<file path="src/verilog/imager_pkg.sv">
package imager_pkg;

   // Stream widths.
   localparam int PIXEL_WIDTH = 10;
   localparam int OUT_WIDTH = 12;
   localparam int GAIN_WIDTH = 8;
   localparam int GAIN_FRAC_BITS = 4;
   localparam int DTYPE_WIDTH = 2;

   // Register bus widths.
   localparam int TERM_WIDTH = 8;
   localparam int REG_WIDTH = 8;
   localparam int DATA_WIDTH = 16;

   typedef enum logic [DTYPE_WIDTH-1:0] {
      DT_FRAME_START = 2'd0,
      DT_LINE_START = 2'd1,
      DT_PIXEL = 2'd2,
      DT_FRAME_END = 2'd3
   } dtype_t;

   // Tag sits in the top bits of every beat.
   typedef struct packed {
      dtype_t dtype;
      logic [PIXEL_WIDTH-1:0] pixel;
   } in_beat_t;

   typedef struct packed {
      dtype_t dtype;
      logic [OUT_WIDTH-1:0] data;
   } out_beat_t;

   // Terminal numbers.
   localparam logic [TERM_WIDTH-1:0] TERM_CONTROL = 8'd1;
   localparam logic [TERM_WIDTH-1:0] TERM_CAPTURE_IN = 8'd2;
   localparam logic [TERM_WIDTH-1:0] TERM_CAPTURE_OUT = 8'd3;

   // Control terminal registers.
   localparam logic [REG_WIDTH-1:0] REG_CTRL = 8'd0;
   localparam logic [REG_WIDTH-1:0] REG_GAIN = 8'd1;
   localparam logic [REG_WIDTH-1:0] REG_ID = 8'd2;

   // Capture terminal registers.
   localparam logic [REG_WIDTH-1:0] REG_CAP_DATA = 8'd0;
   localparam logic [REG_WIDTH-1:0] REG_CAP_STATUS = 8'd1;

   localparam logic [DATA_WIDTH-1:0] HUB_ID = 16'h1a51;

   // REG_CTRL bits.
   localparam int CTRL_GAIN_SEL = 0;
   localparam int CTRL_CAP_EN = 1;
   localparam int CTRL_CAP_PIX_IN = 2;
   localparam int CTRL_CAP_PIX_OUT = 3;

endpackage

</file>
<file path="src/verilog/reg_bus_if.sv">
interface reg_bus_if import imager_pkg::*; ();

   logic write;
   logic read;
   logic [REG_WIDTH-1:0] reg_addr;
   logic [DATA_WIDTH-1:0] wdata;
   // Combinational read data from the terminal.
   logic [DATA_WIDTH-1:0] rdata;

   modport decoder (
      output write,
      output read,
      output reg_addr,
      output wdata,
      input rdata
   );

   modport terminal (
      input write,
      input read,
      input reg_addr,
      input wdata,
      output rdata
   );

endinterface

</file>
<file path="src/verilog/stream_if.sv">
interface stream_if #(
   parameter type beat_t = logic
) ();

   logic valid;
   logic ready;
   beat_t beat;

   modport source (
      output valid,
      output beat,
      input ready
   );

   modport sink (
      input valid,
      input beat,
      output ready
   );

   // Passive observer of the handshake.
   modport tap (
      input valid,
      input ready,
      input beat
   );

endinterface

</file>
<file path="src/verilog/host_decoder.sv">
module host_decoder import imager_pkg::*; (
   input logic clk,
   input logic resetb,
   input logic [TERM_WIDTH-1:0] term,
   input logic [REG_WIDTH-1:0] reg_addr,
   input logic [DATA_WIDTH-1:0] wdata,
   input logic write,
   input logic read,
   output logic [DATA_WIDTH-1:0] rdata,
   output logic rvalid,
   output logic err,
   reg_bus_if.decoder ctrl_bus,
   reg_bus_if.decoder cap_in_bus,
   reg_bus_if.decoder cap_out_bus
);

   logic hit_ctrl;
   logic hit_cap_in;
   logic hit_cap_out;
   logic hit_any;
   logic [DATA_WIDTH-1:0] sel_rdata;

   assign hit_ctrl = (term == TERM_CONTROL);
   assign hit_cap_in = (term == TERM_CAPTURE_IN);
   assign hit_cap_out = (term == TERM_CAPTURE_OUT);
   assign hit_any = hit_ctrl | hit_cap_in | hit_cap_out;

   // Strobes go only to the addressed terminal.
   assign ctrl_bus.write = write & hit_ctrl;
   assign ctrl_bus.read = read & hit_ctrl;
   assign ctrl_bus.reg_addr = reg_addr;
   assign ctrl_bus.wdata = wdata;

   assign cap_in_bus.write = write & hit_cap_in;
   assign cap_in_bus.read = read & hit_cap_in;
   assign cap_in_bus.reg_addr = reg_addr;
   assign cap_in_bus.wdata = wdata;

   assign cap_out_bus.write = write & hit_cap_out;
   assign cap_out_bus.read = read & hit_cap_out;
   assign cap_out_bus.reg_addr = reg_addr;
   assign cap_out_bus.wdata = wdata;

   // Unknown terminals read as zero.
   always_comb begin
      sel_rdata = '0;
      if (hit_ctrl) begin
         sel_rdata = ctrl_bus.rdata;
      end else if (hit_cap_in) begin
         sel_rdata = cap_in_bus.rdata;
      end else if (hit_cap_out) begin
         sel_rdata = cap_out_bus.rdata;
      end
   end

   always_ff @(posedge clk) begin
      if (!resetb) begin
         rvalid <= 1'b0;
         err <= 1'b0;
      end else begin
         rvalid <= read;
         err <= read & ~hit_any;
      end
   end

   // Answer data, held until the next read.
   always_ff @(posedge clk) begin
      if (read) begin
         rdata <= sel_rdata;
      end
   end

endmodule

</file>
<file path="src/verilog/control_terminal.sv">
module control_terminal import imager_pkg::*; (
   input logic clk,
   input logic resetb,
   reg_bus_if.terminal bus,
   output logic gain_sel,
   output logic cap_en,
   output logic cap_pix_in,
   output logic cap_pix_out,
   output logic [GAIN_WIDTH-1:0] gain
);

   logic [CTRL_CAP_PIX_OUT:0] ctrl_reg;
   logic [GAIN_WIDTH-1:0] gain_reg;

   always_ff @(posedge clk) begin
      if (!resetb) begin
         ctrl_reg <= '0;
         gain_reg <= '0;
      end else if (bus.write) begin
         if (bus.reg_addr == REG_CTRL) begin
            ctrl_reg <= bus.wdata[CTRL_CAP_PIX_OUT:0];
         end
         if (bus.reg_addr == REG_GAIN) begin
            gain_reg <= bus.wdata[GAIN_WIDTH-1:0];
         end
      end
   end

   // Readback, unused addresses give zero.
   always_comb begin
      case (bus.reg_addr)
         REG_CTRL: begin
            bus.rdata = DATA_WIDTH'(ctrl_reg);
         end
         REG_GAIN: begin
            bus.rdata = DATA_WIDTH'(gain_reg);
         end
         REG_ID: begin
            bus.rdata = HUB_ID;
         end
         default: begin
            bus.rdata = '0;
         end
      endcase
   end

   assign gain_sel = ctrl_reg[CTRL_GAIN_SEL];
   assign cap_en = ctrl_reg[CTRL_CAP_EN];
   assign cap_pix_in = ctrl_reg[CTRL_CAP_PIX_IN];
   assign cap_pix_out = ctrl_reg[CTRL_CAP_PIX_OUT];
   assign gain = gain_reg;

endmodule

</file>
<file path="src/verilog/gain_stage.sv">
module gain_stage import imager_pkg::*; (
   input logic clk,
   input logic resetb,
   input logic gain_sel,
   input logic [GAIN_WIDTH-1:0] gain,
   stream_if.sink in_stream,
   stream_if.source out_stream
);

   localparam int PROD_WIDTH = PIXEL_WIDTH + GAIN_WIDTH;
   localparam int SHIFT_WIDTH = PROD_WIDTH - GAIN_FRAC_BITS;

   logic advance;
   logic s1_valid;
   logic s1_scale;
   in_beat_t s1_beat;
   logic [PROD_WIDTH-1:0] s1_prod;
   logic [SHIFT_WIDTH-1:0] shifted;
   logic [OUT_WIDTH-1:0] scaled;
   logic [OUT_WIDTH-1:0] s2_data;
   logic s2_valid;
   out_beat_t s2_beat;

   // Whole pipe moves when the output slot frees up.
   assign advance = ~s2_valid | out_stream.ready;
   assign in_stream.ready = advance;

   always_ff @(posedge clk) begin
      if (!resetb) begin
         s1_valid <= 1'b0;
         s2_valid <= 1'b0;
      end else if (advance) begin
         s1_valid <= in_stream.valid;
         s2_valid <= s1_valid;
      end
   end

   // Stage one, product and mode latched on entry.
   always_ff @(posedge clk) begin
      if (advance) begin
         s1_beat <= in_stream.beat;
         s1_prod <= in_stream.beat.pixel * gain;
         s1_scale <= gain_sel & (in_stream.beat.dtype == DT_PIXEL);
      end
   end

   // Drop fraction, clamp to all ones.
   assign shifted = s1_prod[PROD_WIDTH-1:GAIN_FRAC_BITS];
   assign scaled = (|shifted[SHIFT_WIDTH-1:OUT_WIDTH]) ? '1 : shifted[OUT_WIDTH-1:0];
   assign s2_data = s1_scale ? scaled : OUT_WIDTH'(s1_beat.pixel);

   always_ff @(posedge clk) begin
      if (advance) begin
         s2_beat.dtype <= s1_beat.dtype;
         s2_beat.data <= s2_data;
      end
   end

   assign out_stream.valid = s2_valid;
   assign out_stream.beat = s2_beat;

endmodule

</file>
<file path="src/verilog/stream_capture.sv">
module stream_capture import imager_pkg::*; #(
   parameter type beat_t = in_beat_t,
   parameter int CAPTURE_DEPTH = 16
) (
   input logic clk,
   input logic resetb,
   stream_if.tap tap,
   input logic enable,
   input logic pix_only,
   reg_bus_if.terminal bus
);

   localparam int ADDR_WIDTH = $clog2(CAPTURE_DEPTH);
   localparam int BEAT_WIDTH = $bits(beat_t);
   localparam int PAYLOAD_WIDTH = BEAT_WIDTH - DTYPE_WIDTH;

   beat_t mem [CAPTURE_DEPTH];
   logic [ADDR_WIDTH-1:0] wr_ptr;
   logic [ADDR_WIDTH-1:0] rd_ptr;
   logic [ADDR_WIDTH:0] count;
   logic overflow;
   logic full;
   logic empty;
   logic push_req;
   logic push;
   logic pop;
   logic status_rd;
   logic [BEAT_WIDTH-1:0] head;
   logic [DATA_WIDTH-1:0] head_word;
   logic [DATA_WIDTH-1:0] status_word;

   assign full = (count == (ADDR_WIDTH+1)'(CAPTURE_DEPTH));
   assign empty = (count == '0);

   // Tap never stalls the stream.
   assign push_req = enable & tap.valid & tap.ready & (~pix_only | (tap.beat.dtype == DT_PIXEL));
   assign push = push_req & ~full;
   assign pop = bus.read & (bus.reg_addr == REG_CAP_DATA) & ~empty;
   assign status_rd = bus.read & (bus.reg_addr == REG_CAP_STATUS);

   always_ff @(posedge clk) begin
      if (push) begin
         mem[wr_ptr] <= tap.beat;
      end
   end

   always_ff @(posedge clk) begin
      if (!resetb) begin
         wr_ptr <= '0;
         rd_ptr <= '0;
         count <= '0;
         overflow <= 1'b0;
      end else begin
         if (push) begin
            wr_ptr <= wr_ptr + 1'b1;
         end
         if (pop) begin
            rd_ptr <= rd_ptr + 1'b1;
         end
         count <= count + push - pop;
         // A new drop wins over the clearing read.
         if (push_req & full) begin
            overflow <= 1'b1;
         end else if (status_rd) begin
            overflow <= 1'b0;
         end
      end
   end

   // Dtype moves to the top of the word.
   assign head = mem[rd_ptr];
   assign head_word = {head[BEAT_WIDTH-1 -: DTYPE_WIDTH],
                       (DATA_WIDTH-DTYPE_WIDTH)'(head[PAYLOAD_WIDTH-1:0])};

   always_comb begin
      status_word = '0;
      status_word[ADDR_WIDTH:0] = count;
      status_word[DATA_WIDTH-1] = overflow;
   end

   always_comb begin
      case (bus.reg_addr)
         REG_CAP_DATA: begin
            bus.rdata = empty ? '0 : head_word;
         end
         REG_CAP_STATUS: begin
            bus.rdata = status_word;
         end
         default: begin
            bus.rdata = '0;
         end
      endcase
   end

endmodule

</file>
<file path="src/verilog/imager_hub.sv">
module imager_hub import imager_pkg::*; #(
   parameter int CAPTURE_DEPTH = 16
) (
   input logic clk,
   input logic resetb,
   input logic pix_valid,
   output logic pix_ready,
   input logic [DTYPE_WIDTH-1:0] pix_dtype,
   input logic [PIXEL_WIDTH-1:0] pix_data,
   output logic out_valid,
   input logic out_ready,
   output logic [DTYPE_WIDTH-1:0] out_dtype,
   output logic [OUT_WIDTH-1:0] out_data,
   input logic [TERM_WIDTH-1:0] host_term,
   input logic [REG_WIDTH-1:0] host_reg,
   input logic [DATA_WIDTH-1:0] host_wdata,
   input logic host_write,
   input logic host_read,
   output logic [DATA_WIDTH-1:0] host_rdata,
   output logic host_rvalid,
   output logic host_err
);

   logic gain_sel;
   logic cap_en;
   logic cap_pix_in;
   logic cap_pix_out;
   logic [GAIN_WIDTH-1:0] gain;

   stream_if #(.beat_t(in_beat_t)) in_stream ();
   stream_if #(.beat_t(out_beat_t)) out_stream ();

   reg_bus_if ctrl_bus ();
   reg_bus_if cap_in_bus ();
   reg_bus_if cap_out_bus ();

   // Plain ports onto the stream interfaces.
   assign in_stream.valid = pix_valid;
   assign in_stream.beat = '{dtype: dtype_t'(pix_dtype), pixel: pix_data};
   assign pix_ready = in_stream.ready;

   assign out_valid = out_stream.valid;
   assign out_stream.ready = out_ready;
   assign out_dtype = out_stream.beat.dtype;
   assign out_data = out_stream.beat.data;

   host_decoder host_decoder0 (
      .clk(clk),
      .resetb(resetb),
      .term(host_term),
      .reg_addr(host_reg),
      .wdata(host_wdata),
      .write(host_write),
      .read(host_read),
      .rdata(host_rdata),
      .rvalid(host_rvalid),
      .err(host_err),
      .ctrl_bus(ctrl_bus),
      .cap_in_bus(cap_in_bus),
      .cap_out_bus(cap_out_bus)
   );

   control_terminal control0 (
      .clk(clk),
      .resetb(resetb),
      .bus(ctrl_bus),
      .gain_sel(gain_sel),
      .cap_en(cap_en),
      .cap_pix_in(cap_pix_in),
      .cap_pix_out(cap_pix_out),
      .gain(gain)
   );

   gain_stage gain0 (
      .clk(clk),
      .resetb(resetb),
      .gain_sel(gain_sel),
      .gain(gain),
      .in_stream(in_stream),
      .out_stream(out_stream)
   );

   stream_capture #(.beat_t(in_beat_t), .CAPTURE_DEPTH(CAPTURE_DEPTH)) cap_in (
      .clk(clk),
      .resetb(resetb),
      .tap(in_stream),
      .enable(cap_en),
      .pix_only(cap_pix_in),
      .bus(cap_in_bus)
   );

   stream_capture #(.beat_t(out_beat_t), .CAPTURE_DEPTH(CAPTURE_DEPTH)) cap_out (
      .clk(clk),
      .resetb(resetb),
      .tap(out_stream),
      .enable(cap_en),
      .pix_only(cap_pix_out),
      .bus(cap_out_bus)
   );

endmodule

</file>
<file path="config.mk">
export PLATFORM = sky130hd
export DESIGN_NAME = imager_hub
export DESIGN_NICKNAME = d
export VERILOG_FILES = /design/src/verilog/imager_pkg.sv /design/src/verilog/reg_bus_if.sv /design/src/verilog/stream_if.sv /design/src/verilog/host_decoder.sv /design/src/verilog/control_terminal.sv /design/src/verilog/gain_stage.sv /design/src/verilog/stream_capture.sv /design/src/verilog/imager_hub.sv
export SDC_FILE = /design/constraint.sdc
export NUM_CORES = 1
export LEC_CHECK = 0
export BUFFER_PORTS_ARGS = -buffer_cell sky130_fd_sc_hd__clkbuf_2
export CAP_MARGIN = 20
export CORE_MARGIN = 4
export CORE_UTILIZATION = 56
export CTS_CLUSTER_DIAMETER = 200
export DETAILED_ROUTE_END_ITERATION = 6
export PLACE_DENSITY = 0.83
export SLEW_MARGIN = 20
export SYNTH_ARGS = -nofsm -noshare
export SYNTH_HDL_FRONTEND = slang
export SYNTH_SLANG_ARGS = --single-unit
</file>
<file path="constraint.sdc">
create_clock -name clk -period 4.3 [get_ports clk]
set_input_delay 0.645 -clock clk [delete_from_list [all_inputs] [get_ports clk]]
set_output_delay 0.645 -clock clk [all_outputs]
set_load 0.005 [all_outputs]
</file>
# After elaboration in Yosys (flattened, before gate mapping)
# Memories as Yosys holds them, arrays and structs flattened. A register that Yosys moved wholly into a read port is not among the register bits.
# Index checks and enable logic that the tools add are counted.
dict set report classes {
  mul 1
  bitwise 34
  mux 22
  eq_ne 9
  reduce_logical 8
  add_sub_neg 8
}
# operator n
set op_table {}
lappend op_table {{$mux W16} 5}
lappend op_table {{$pmux W16 S2} 2}
lappend op_table {{$pmux W13 S3} 1}
lappend op_table {{$eq A8 B2 Y1 const B} 3}
lappend op_table {{$and A1 B1 Y1} 21}
lappend op_table {{$mul A10 B8 Y18} 1}
lappend op_table {{$add A4 B1 Y4 const B} 4}
lappend op_table {{$eq A8 B1 Y1 const B} 2}
lappend op_table {{$mux W4} 4}
lappend op_table {{$mux W12} 1}
lappend op_table {{$add A5 B1 Y5} 2}
lappend op_table {{$eq A5 B5 Y1 const B} 2}
lappend op_table {{$logic_not A5 Y1} 2}
lappend op_table {{$mux W10} 1}
lappend op_table {{$sub A5 B1 Y5} 2}
lappend op_table {{$logic_not A8 Y1} 1}
lappend op_table {{$mux W1} 8}
lappend op_table {{$not A1 Y1} 8}
lappend op_table {{$or A1 B1 Y1} 5}
lappend op_table {{$eq A2 B2 Y1 const B} 2}
lappend op_table {{$reduce_and A2 Y1} 2}
lappend op_table {{$reduce_bool A2 Y1} 2}
lappend op_table {{$reduce_or A2 Y1} 1}
dict set report totals {
  mem_count 2
  inputBits 50
  ram_bits 416
  register_bits 105
  elab_cells 106
}
# name depth width read_ports rd_clocked_by_memory_dff write_ports line_no
set memory_table {}
lappend memory_table {cap_out.mem 16 14 1 1 1 stream_capture.sv:17} ;# beat_t mem [CAPTURE_DEPTH];
lappend memory_table {cap_in.mem 16 12 1 1 1 stream_capture.sv:17}

# Logic depth before layout (Yosys ltp)
# Gate-level depths: netlist of the first run.
dict set report logic_depth {
  word_depth 7
  depth_mapped 17
  ltp_nobuf 17
}

# By module
# Synthesis of the first run repeated with hierarchy kept, for this count alone.
dict set report unflattened {
  cells_unflattened 1582
  area_unflattened_um2 24569.8
}
# module n_inst area_each_um2 seq_area_each_um2 cells_each
set modules_own_cells {}
lappend modules_own_cells {{stream_capture (cap_out)} 1 9731.8 7086.8 522}
lappend modules_own_cells {{stream_capture (cap_in)} 1 8515.7 6125.9 441}
lappend modules_own_cells {gain_stage 1 4018.9 1271.2 376}
lappend modules_own_cells {host_decoder 1 1615.3 520.5 162}
lappend modules_own_cells {control_terminal 1 688.2 240.2 81}

# Worst setup path after synthesis of the first run
# No wires, ideal clock.
dict set report synth_timing {
  kind {input to register}
  from {in pix_data[6]}
  to {reg gain0.s1_prod[16] (data pin)}
  path_stages 14
  arrival_time_ns 4.249
  setup_slack_ns -0.209
  t_required_ns 4.041
  n_path_buf 0
  cell_sequence {and2_1 -> fa_1 -> fa_1 -> fa_1 -> inv_1 -> fa_1 -> inv_1 -> ha_1 -> a21o_1 -> a221o_1 -> a31oi_1 -> nor2b_1 -> o21ai_0 -> xnor2_1}
}
dict set report synth_between {
  elab_chain_cells 1
}
# item line_no
set synth_lines {}
lappend synth_lines {{from (decl)} imager_hub.sv:9} ;# input logic [PIXEL_WIDTH-1:0] pix_data,
lappend synth_lines {{$mul A10 B8 Y18} gain_stage.sv:42} ;# s1_prod <= in_stream.beat.pixel * gain;
lappend synth_lines {{to (signal assigned)} gain_stage.sv:42}
lappend synth_lines {{to (decl)} gain_stage.sv:17} ;# logic [PROD_WIDTH-1:0] s1_prod;
# No other way between the ends.
# A chain may end at the register's enable or synchronous reset.

# Worst setup path after layout of the first run
dict set report layout_timing {
  from {reg control0.gain_reg[3] (netlist: control0.gain[3])}
  to {reg gain0.s1_prod[14] (data pin)}
}
dict set report layout_between {
  elab_chain_cells 1
}
# item line_no
set layout_lines {}
lappend layout_lines {{from (decl)} control_terminal.sv:13} ;# logic [GAIN_WIDTH-1:0] gain_reg;
lappend layout_lines {{from (signal assigned)} control_terminal.sv:24} ;# gain_reg <= bus.wdata[GAIN_WIDTH-1:0];
lappend layout_lines {{$mul A10 B8 Y18} gain_stage.sv:42}
# No other way between the ends.

==> results of run 1 <==
[synth_stat cells (all sizes together), types with 19 or more instances]
cell	n	area, µm²
edfxtp	472	14200
mux4	123	2770
and2	101	632
inv	92	345
ha	57	713
dfxtp	52	1040
fa	50	1000
nand2	49	184
clkbuf	30	113
buf	27	133
a21oi	25	125
nor2	24	90.1
xnor2	24	210
nand3	19	95.1
o21ai	19	95.1
[cell type report]
type,instances,area (µm²),share of cell area
clock inverters,29,300,0.0114
inverters,92,345,0.0131
flip-flops and latches,524,15200,0.576
repair buffers,182,1200,0.0455
multi-input cells,656,7370,0.279
clock buffers,63,1310,0.0496
diodes,1,2.50,0.0000947
well taps,532,666,0.0252
[power groups by stage]
stage	Combinational, mW	Sequential (mW)	Clock [mW]
floorplan	0.0370	5.75	0
global placement	0.162	5.76	0
detailed placement	0.167	5.77	0
CTS	0.169	5.66	4.37
global route	0.181	5.66	4.62
finish	0.171	5.66	4.34
[path summary, 6_finish.rpt]
check / start / end / slack [ns] / cells past startpoint
setup reg to reg: control0.gain[3] / gain0.s1_prod[14] / 0.11 / 14
setup / recovery: control0.gain[3] / gain0.s1_prod[14] / 0.11 / 14
hold / removal: host_wdata[4] / control0.gain[4] / 0.32 / 3
hold reg to reg: gain0.s1_beat[10] / gain0.out_stream.beat[12] / 0.43 / 0
[repair_timing]
action | in CTS | in global routing
gates resized for setup | 2 | 5
hold buffers | 0 | 0
hold endpoints to repair | 0 | 0
pin swaps | 0 | 4
setup buffers | 0 | 2
setup endpoints to repair | 3 | 6
[cells by family (layout without fill, tap and decap cells)]
family          after synthesis  count (layout)  synth area share
compound gates              114             114            0.0345
mux                         145             145             0.130
buf+inv                     149             366            0.0256
simple gates                261             261            0.0651
flops                       524             524             0.660
xor+xnor                     28              28            0.0106
fa+ha+maj                   107             107            0.0743
other cells                   1               2          0.000163
[per-stage QoR]
stage | power (mW) | hold slack [ns] | area [µm²]
final | 10.2 | 0.319 | 26400
after global routing | 10.5 | 0.354 | 26400
after CTS | 10.2 | 0.307 | 26400
after detailed placement | 5.93 | 0.413 | 24800
after global placement | 5.92 | 0.409 | 24700
after floorplan | 5.79 | 0.400 | 23100
[worst max-delay path, stage by stage (launching register included)]
cell	delay [ns]
dfxtp_4	0.39
and2_1	0.16
fa_1	0.51
inv_1	0.06
fa_1	0.55
fa_1	0.43
fa_1	0.51
inv_2	0.04
ha_4	0.22
and3_4	0.15
a221o_1	0.33
a31oi_4	0.19
o211ai_1	0.13
a21oi_1	0.19
xnor2_1	0.07
[layer usage]
layer	track usage	vias to the layer above	share of wire
met4	0.0832	0	0.034
met3	0.0532	134	0.11
li1	-	5436	-
met5	0	-	0
met1	0.346	6608	0.36
met2	0.412	803	0.50
==> results.toml, run 1 <==
[global_route]
grt_usage = 0.252
antenna_found_initial = 1
grt_start_max_net_pins = 46
grt_pass1_vias = 13600
grt_overflow = 0
grt_pass1_wl_um = 83500

[drt]
drcViolationCount = 0
via_per_inst = 6.24
routedWlPerCell_um = 26.7
ant_nets = 0
vias = 13000
drt-total-wl_um = 55500
drt_iter0_drc = 1766
drtPass1Iterations = 6

[clock_network]
h-tree-depth = 2
clock_sinks = 524
clockBufferDepth = 3
cts_tree = "done"
worstSkewPairLatency_ns = 0.57
cts_root_buf = "clkbuf_16"
cts_buffers = 50
path_clk_slew_ns = 0.06

[synth]
synth_cell_types = 57
synth-async-reset-ratio = 0
synth.avg_cell_area_um2 = 17.4
syn_nets = 1486
ys_warn_count = 0
syn_area_um2 = 23100
synth_edf_count = 472
yosysSeqAreaShare = 0.660
ys_ff_latch = 524
synth_cells = 1329
synth_flop_cell = "edfxtp_1"

[worst_setup_path]
cp_max_fo = 8
crit_type = "flop to flop"
start_kind = "flop"
critical_path_required_ns = 4.62
crit_path_end_kind = "flop"
worstPathArrival_ns = 4.52

[layout]
final_cell_mix = "472 x edfxtp_1, 123 x mux4_2, 107 x buf_4"
area_growth_pct = 14.6
final_common_cell = "edfxtp_1"
largest_reg_flops = 224
post-route-util = 0.649
instances_no_fill = 2079
regMostFlops = "cap_out.mem"
nFillCells = 2593
nets = 1663
reg.largest.list = "cap_out.mem (224), cap_in.mem (192), host_decoder0.rdata (15)"
drive_above_1_share = 0.268

[power]
p_clk_frac = 0.427
intPower_mw = 8.13
pwr-share-comb = 0.017
switchingPower_mw = 2.03
swShare = 0.200
p_leak_nw = 9.42
pwr-share-seq = 0.557
powerDensity_nw_per_um2 = 385
ir_worst_vdd_uv = 315

[sta]
worst_slack_ns = 0.105
maxSlewViolCount = 0
period_needed_ns = 4.19
finalCritPeriodShare = 0.975
hold_viol = 0
fmax_mhz = 238
relSlewSlack = 0.281
final.setup.tns_ns = 0
clock_skew_ns = 0.0197
tightestPinTransition_ns = 1.08
rsz0062_at_grt = "false"
setup_viol = 0

[die]
io_pins = 84
placementRows = 74
fp.dieW_um = 211
core_um2 = 40700
die-area_um2 = 44500
start_util = 0.566
die_y_um = 211

[placed_design]
io_buffers = 74
hpwl_um = 34300
dp_cells = 1984
gp_congestion = 0.854
place_worst_setup_slack_ns = -0.370

[min_path]
hp-class = "input port to flop"

[job]
maxCapViolations = 0

[run_status]
status = "finished clean"
(Power assumes the default switching activity.)
==> run 2: changes to the inputs <==
--- a/config.mk
+++ b/config.mk
@@ -7,7 +7,7 @@
 export LEC_CHECK = 0
 export BUFFER_PORTS_ARGS = -buffer_cell sky130_fd_sc_hd__clkbuf_2
 export CAP_MARGIN = 20
-export CORE_MARGIN = 4
+export CORE_MARGIN = 2
 export CORE_UTILIZATION = 56
 export CTS_CLUSTER_DIAMETER = 200
 export DETAILED_ROUTE_END_ITERATION = 6
==> results.toml, run 2 (synthesis gave the netlist of run 1 again) <==
[run_status]
status = "finished clean"

[layout]
largest_reg_flops = 224
reg.largest.list = "cap_out.mem (224), cap_in.mem (192), host_decoder0.rdata (15)"
nets = 1661
fin_area_um2 = 26400
drive_above_1_share = 0.271
nFillCells = 2677
regMostFlops = "cap_out.mem"
final_common_cell = "edfxtp_1"
area_growth_pct = 14.3
final_cell_mix = "472 x edfxtp_1, 123 x mux4_2, 104 x buf_4"
n_antenna_cell = 0

[drt]
drt_iter0_drc = 1443
routedWlPerCell_um = 26.1
wl_met2_um = 26500
top_layer_used = "met4"
drt-total-wl_um = 54200
ant_nets = 0
routed-wl-met3_um = 5450
via_per_inst = 6.20
met1Wirelength_um = 20400
drcViolationCount = 0
vias = 12900
drtPass1Iterations = 5

[sta]
rsz0062_at_grt = "true"
hold_viol = 0
relSlewSlack = 0.279
final.setup.tns_ns = 0
maxSlewViolCount = 0
tightestPinTransition_ns = 1.08
clock_skew_ns = 0.0180
fmax_mhz = 239
finalCritPeriodShare = 0.972
period_needed_ns = 4.18
setup_viol = 0

[die]
die-area_um2 = 42800
placementRows = 74
die_y_um = 207
start_util = 0.566
core_um2 = 40700
io_pins = 84
fp.dieW_um = 207

[min_path]
hp-class = "input port to flop"

[worst_setup_path]
worst-r2r-setup-slack_ns = 0.12
path_cells = "and2_4 -> fa_2 -> inv_1 -> fa_1 -> fa_2 -> fa_1 -> inv_2 -> ha_4 -> and3_4 -> a221o_1 -> a31oi_4 -> o211ai_1 -> a21oi_1 -> xnor2_1"
worstPathArrival_ns = 4.52
crit_path_end_kind = "flop"
cp_max_fo = 7
critical_path_required_ns = 4.64
start_kind = "flop"
slowest_stage = "fa_2"
crit_type = "flop to flop"
cpPeakStageDelay_ns = 0.56

[global_route]
grt_pass1_wl_um = 79800
grt_usage = 0.260
grt_overflow = 0
antenna_found_initial = 0
grt_start_max_net_pins = 46
grt_pass1_vias = 13200

[clock_network]
h-tree-depth = 2
path_clk_slew_ns = 0.07
cts_buffers = 50
cts_hold_buf = 0
cts_root_buf = "clkbuf_16"
clock_sinks = 524
clockBufferDepth = 3
cts_tree = "done"
worstSkewPairLatency_ns = 0.60

[power]
powerDensity_nw_per_um2 = 381
power_mw = 10.0
p_leak_nw = 9.38
ir_worst_vdd_uv = 268

[placed_design]
gp_congestion = 0.848
io_buffers = 74
dpl_cell_area_um2 = 24800
hpwl_um = 34300

[job]
maxCapViolations = 0
==> run 2: changes by cell type in the layout (fill, tap and decap cells not counted), moves of 3 or more <==
cell / previous run / this run
clkbuf_1: 12 / 19
bufinv_16: 5 / 1
and2_1: 100 / 97
and2_4: 1 / 4
buf_4: 107 / 104
dfxtp_1: 43 / 40
inv_6: 6 / 3
==> run 2: worst max-delay path, delay by kind of cell, from the launching register on <==
kind / cells / cell delay [ns]
AND/OR/NAND/NOR: 2 / 0.30
XOR/XNOR: 1 / 0.08
adder cells (fa/ha/maj): 5 / 2.23
AO/OA/AOI/OAI: 4 / 0.82
flip-flops: 1 / 0.38
buffers and inverters: 2 / 0.10
==> run 2: per-stage QoR <==
step | std cells | hold WS [ns] | setup WS, ns | util
floorplan | 1329 | 0.400 | -0.0278 | -
global placement | 1983 | 0.405 | -0.358 | 0.608
detailed placement | 1983 | 0.416 | -0.386 | 0.608
CTS | 2076 | 0.279 | 0.00537 | 0.646
global route | 2077 | 0.301 | -0.0213 | 0.647
finish | 2077 | 0.297 | 0.122 | 0.647
==> run 2: report_power, final <==
part	internal (mW)	switching, mW
logic	0.0554	0.107
registers	5.60	0.0665
clock network	2.34	1.87
==> run 2: layout make-up <==
| type | count | area (µm²) | share of cell area |
|---|---|---|---|
| Clock inverter | 19 | 128 | 0.00484 |
| Sequential cell | 524 | 15200 | 0.578 |
| Multi-Input combinational cell | 656 | 7380 | 0.280 |
| Inverter | 92 | 345 | 0.0131 |
| Clock buffer | 74 | 1410 | 0.0536 |
| Tap cell | 532 | 666 | 0.0252 |
| Timing Repair Buffer | 180 | 1190 | 0.0452 |
==> run 2: worst paths after layout <==
| kind | from | end | depth (start not counted) |
|---|---|---|---|
| max reg2reg | control0.gain[2] | gain0.s1_prod[14] | 14 |
| min reg2reg | gain0.s1_beat[10] | gain0.out_stream.beat[12] | 0 |
| min | host_wdata[5] | control0.gain[5] | 3 |
| max | control0.gain[2] | gain0.s1_prod[14] | 14 |
==> run 2: metal layers <==
layer / up-vias / track usage
met3: 121 / 0.0532
met2: 741 / 0.422
met1: 6589 / 0.354
met4: 0 / 0.0950
met5: - / 0
li1: 5421 / -
==> run 2: what timing repair did <==
item	4_1_cts	5_1_grt
resized for setup	1	17
pin swaps	0	10
gates cloned	0	0
setup endpoints to repair	1	8
buffers inserted	0	1
==> run 3: changes to the inputs <==
--- a/config.mk
+++ b/config.mk
@@ -6,7 +6,7 @@
 export NUM_CORES = 1
 export LEC_CHECK = 0
 export BUFFER_PORTS_ARGS = -buffer_cell sky130_fd_sc_hd__clkbuf_2
-export CAP_MARGIN = 20
+export CAP_MARGIN = 10
 export CORE_MARGIN = 2
 export CORE_UTILIZATION = 56
 export CTS_CLUSTER_DIAMETER = 200
==> constraint.sdc (replaced) <==
create_clock -name clk -period 4.3 [get_ports clk]
set_input_delay 0.43 -clock clk [delete_from_list [all_inputs] [get_ports clk]]
set_output_delay 0.43 -clock clk [all_outputs]
set_load 0.005 [all_outputs]
==> results.toml, run 3 (synthesis gave the netlist of run 1 again) <==
[run_status]
status = "finished, violations left"
violations = "DRC"

[global_route]
grt_pass1_wl_um = 80200
grt_usage = 0.260
antenna_found_initial = 1
grt_pass1_vias = 13100
grt_use_met3 = 0.0573
grt_busiest_layer = "met2"
grtUsageMet1 = 0.347
grt_overflow = 0
use_met2 = 0.419
grt_start_max_net_pins = 46

[placed_design]
dpl_cell_area_um2 = 24600
gp_congestion = 0.842
place_worst_setup_slack_ns = -0.257
io_buffers = 74
hpwl_um = 33500

[sta]
hold_viol = 0
finalCritPeriodShare = 0.986
clock_skew_ns = 0.0252
setup_viol = 0
tightestPinTransition_ns = 1.07
period_needed_ns = 4.24
hold_slack_ns = 0.108
worst_slack_ns = 0.0613
rsz0062_at_grt = "true"
relSlewSlack = 0.287
maxSlewViolCount = 0
fmax_mhz = 236

[drt]
drt-total-wl_um = 54500
via_per_inst = 6.24
drtPass1Iterations = 7
drt_iter0_drc = 1476
ant_nets = 0
routedWlPerCell_um = 26.5
drcViolationCount = 5
vias = 12900

[power]
pwr-share-seq = 0.553
switchingPower_mw = 2.07
ir_worst_vdd_uv = 359
p_leak_nw = 9.32
p_clk_frac = 0.432
swShare = 0.202
powerDensity_nw_per_um2 = 389
power_mw = 10.2
pwr-share-comb = 0.016
intPower_mw = 8.18

[clock_network]
cts_tree = "done"
path_clk_slew_ns = 0.07
cts_root_buf = "clkbuf_16"
worstSkewPairLatency_ns = 0.58
clock_sinks = 524
cts_buffers = 52
h-tree-depth = 2
clockBufferDepth = 3

[die]
core_um2 = 40700
die_y_um = 207
start_util = 0.566
io_pins = 84
placementRows = 74
fp.dieW_um = 207
die-area_um2 = 42800

[layout]
n_antenna_cell = 0
regMostFlops = "cap_out.mem"
largest_reg_flops = 224
reg.largest.list = "cap_out.mem (224), cap_in.mem (192), host_decoder0.rdata (15)"
fin_area_um2 = 26300
final_cell_mix = "472 x edfxtp_1, 123 x mux4_2, 100 x and2_1"
area_growth_pct = 14.1
final_common_cell = "edfxtp_1"
drive_above_1_share = 0.261
nets = 1643

[worst_setup_path]
worstPathArrival_ns = 4.56
r2r-start = "control0.gain[4]"
cp_max_fo = 4
critical_path_required_ns = 4.62
crit_type = "flop to flop"
reg2reg_depth = 13
crit_path_end_kind = "flop"
worst-r2r-setup-slack_ns = 0.06
start_kind = "flop"
r2r-end = "gain0.s1_prod[14]"

[min_path]
hold_end = "control0.gain[5]"
min_from = "host_wdata[5]"
hp-class = "input port to flop"
hold_depth = 3

[job]
maxCapViolations = 0
-- run 3: changes by cell type in the layout (fill, tap and decap cells not counted), moves of 3 or more --
cell | before | now
and2_4 | 4 | 1
clkbuf_1 | 19 | 15
buf_4 | 104 | 85
inv_6 | 3 | 0
and2_1 | 97 | 100
clkbuf_16 | 52 | 55
clkinv_1 | 8 | 12
clkbuf_8 | 3 | 0
-- run 3: how the worst max path moves through the flow --
stage / slack [ns] / cells after the start / start / to
6_report: 0.06 / 13 / control0.gain[4] / gain0.s1_prod[14]
5_1_grt: -0.09 / 14 / control0.gain[3] / gain0.s1_prod[14]
4_1_cts: 0.02 / 14 / control0.gain[4] / gain0.s1_prod[17]
3_5_place_dp: -0.26 / 15 / pix_data[5] / gain0.s1_prod[16]
3_3_place_gp: -0.22 / 15 / pix_data[5] / gain0.s1_prod[16]
2_1_floorplan: 0.01 / 15 / control0.gain[3] / gain0.s1_prod[16]
-- run 3: stage by stage --
| stage | std cells | setup TNS, ns | utilization |
|---|---|---|---|
| after floorplan | 1329 | 0 | - |
| after global placement | 1962 | -1.03 | 0.603 |
| after detailed placement | 1962 | -1.41 | 0.603 |
| after CTS | 2059 | 0 | 0.643 |
| after global routing | 2061 | -0.0963 | 0.646 |
| final | 2061 | 0 | 0.646 |
-- run 3: layout make-up --
| cell class | count | area [µm²] |
|---|---|---|
| Clock buffer | 70 | 1430 |
| Sequential cell | 524 | 15200 |
| Inverter | 92 | 345 |
| Clock inverter | 27 | 221 |
| Fill cell | 2630 | 14400 |
| Timing Repair Buffer | 160 | 1030 |
| Tap cell | 532 | 666 |
| Multi-Input combinational cell | 656 | 7390 |
-- run 3: what timing repair did --
item	4_1_cts	5_1_grt
pin swaps	0	10
buffers inserted	0	2
endpoints found under the setup margin	5	7
hold buffers	0	0
gates resized for setup	5	18
-- run 3: metal layers --
layer | share of wire | vias to the layer above
met1 | 0.37 | 6501
met3 | 0.10 | 169
met2 | 0.49 | 792
met5 | 0.00017 | -
met4 | 0.042 | 2
li1 | - | 5395
-- run 3: critical path: stages, from the launching register on --
cell	delay, ns
dfxtp_4	0.35
buf_4	0.13
and2_1	0.14
fa_1	0.46
fa_1	0.58
fa_1	0.43
fa_1	0.45
ha_1	0.31
and3_4	0.19
a221o_1	0.35
a31oi_4	0.18
o211ai_1	0.14
a21oi_1	0.18
xnor2_1	0.09
-- run 3: power by group through the flow --
| stage | clock network (mW) | registers (mW) | logic [mW] |
|---|---|---|---|
| 2_1_floorplan | 0 | 5.75 | 0.0370 |
| 3_3_place_gp | 0 | 5.77 | 0.153 |
| 3_5_place_dp | 0 | 5.77 | 0.158 |
| 4_1_cts | 4.44 | 5.66 | 0.160 |
| 5_1_grt | 4.61 | 5.67 | 0.171 |
| 6_report | 4.42 | 5.66 | 0.161 |
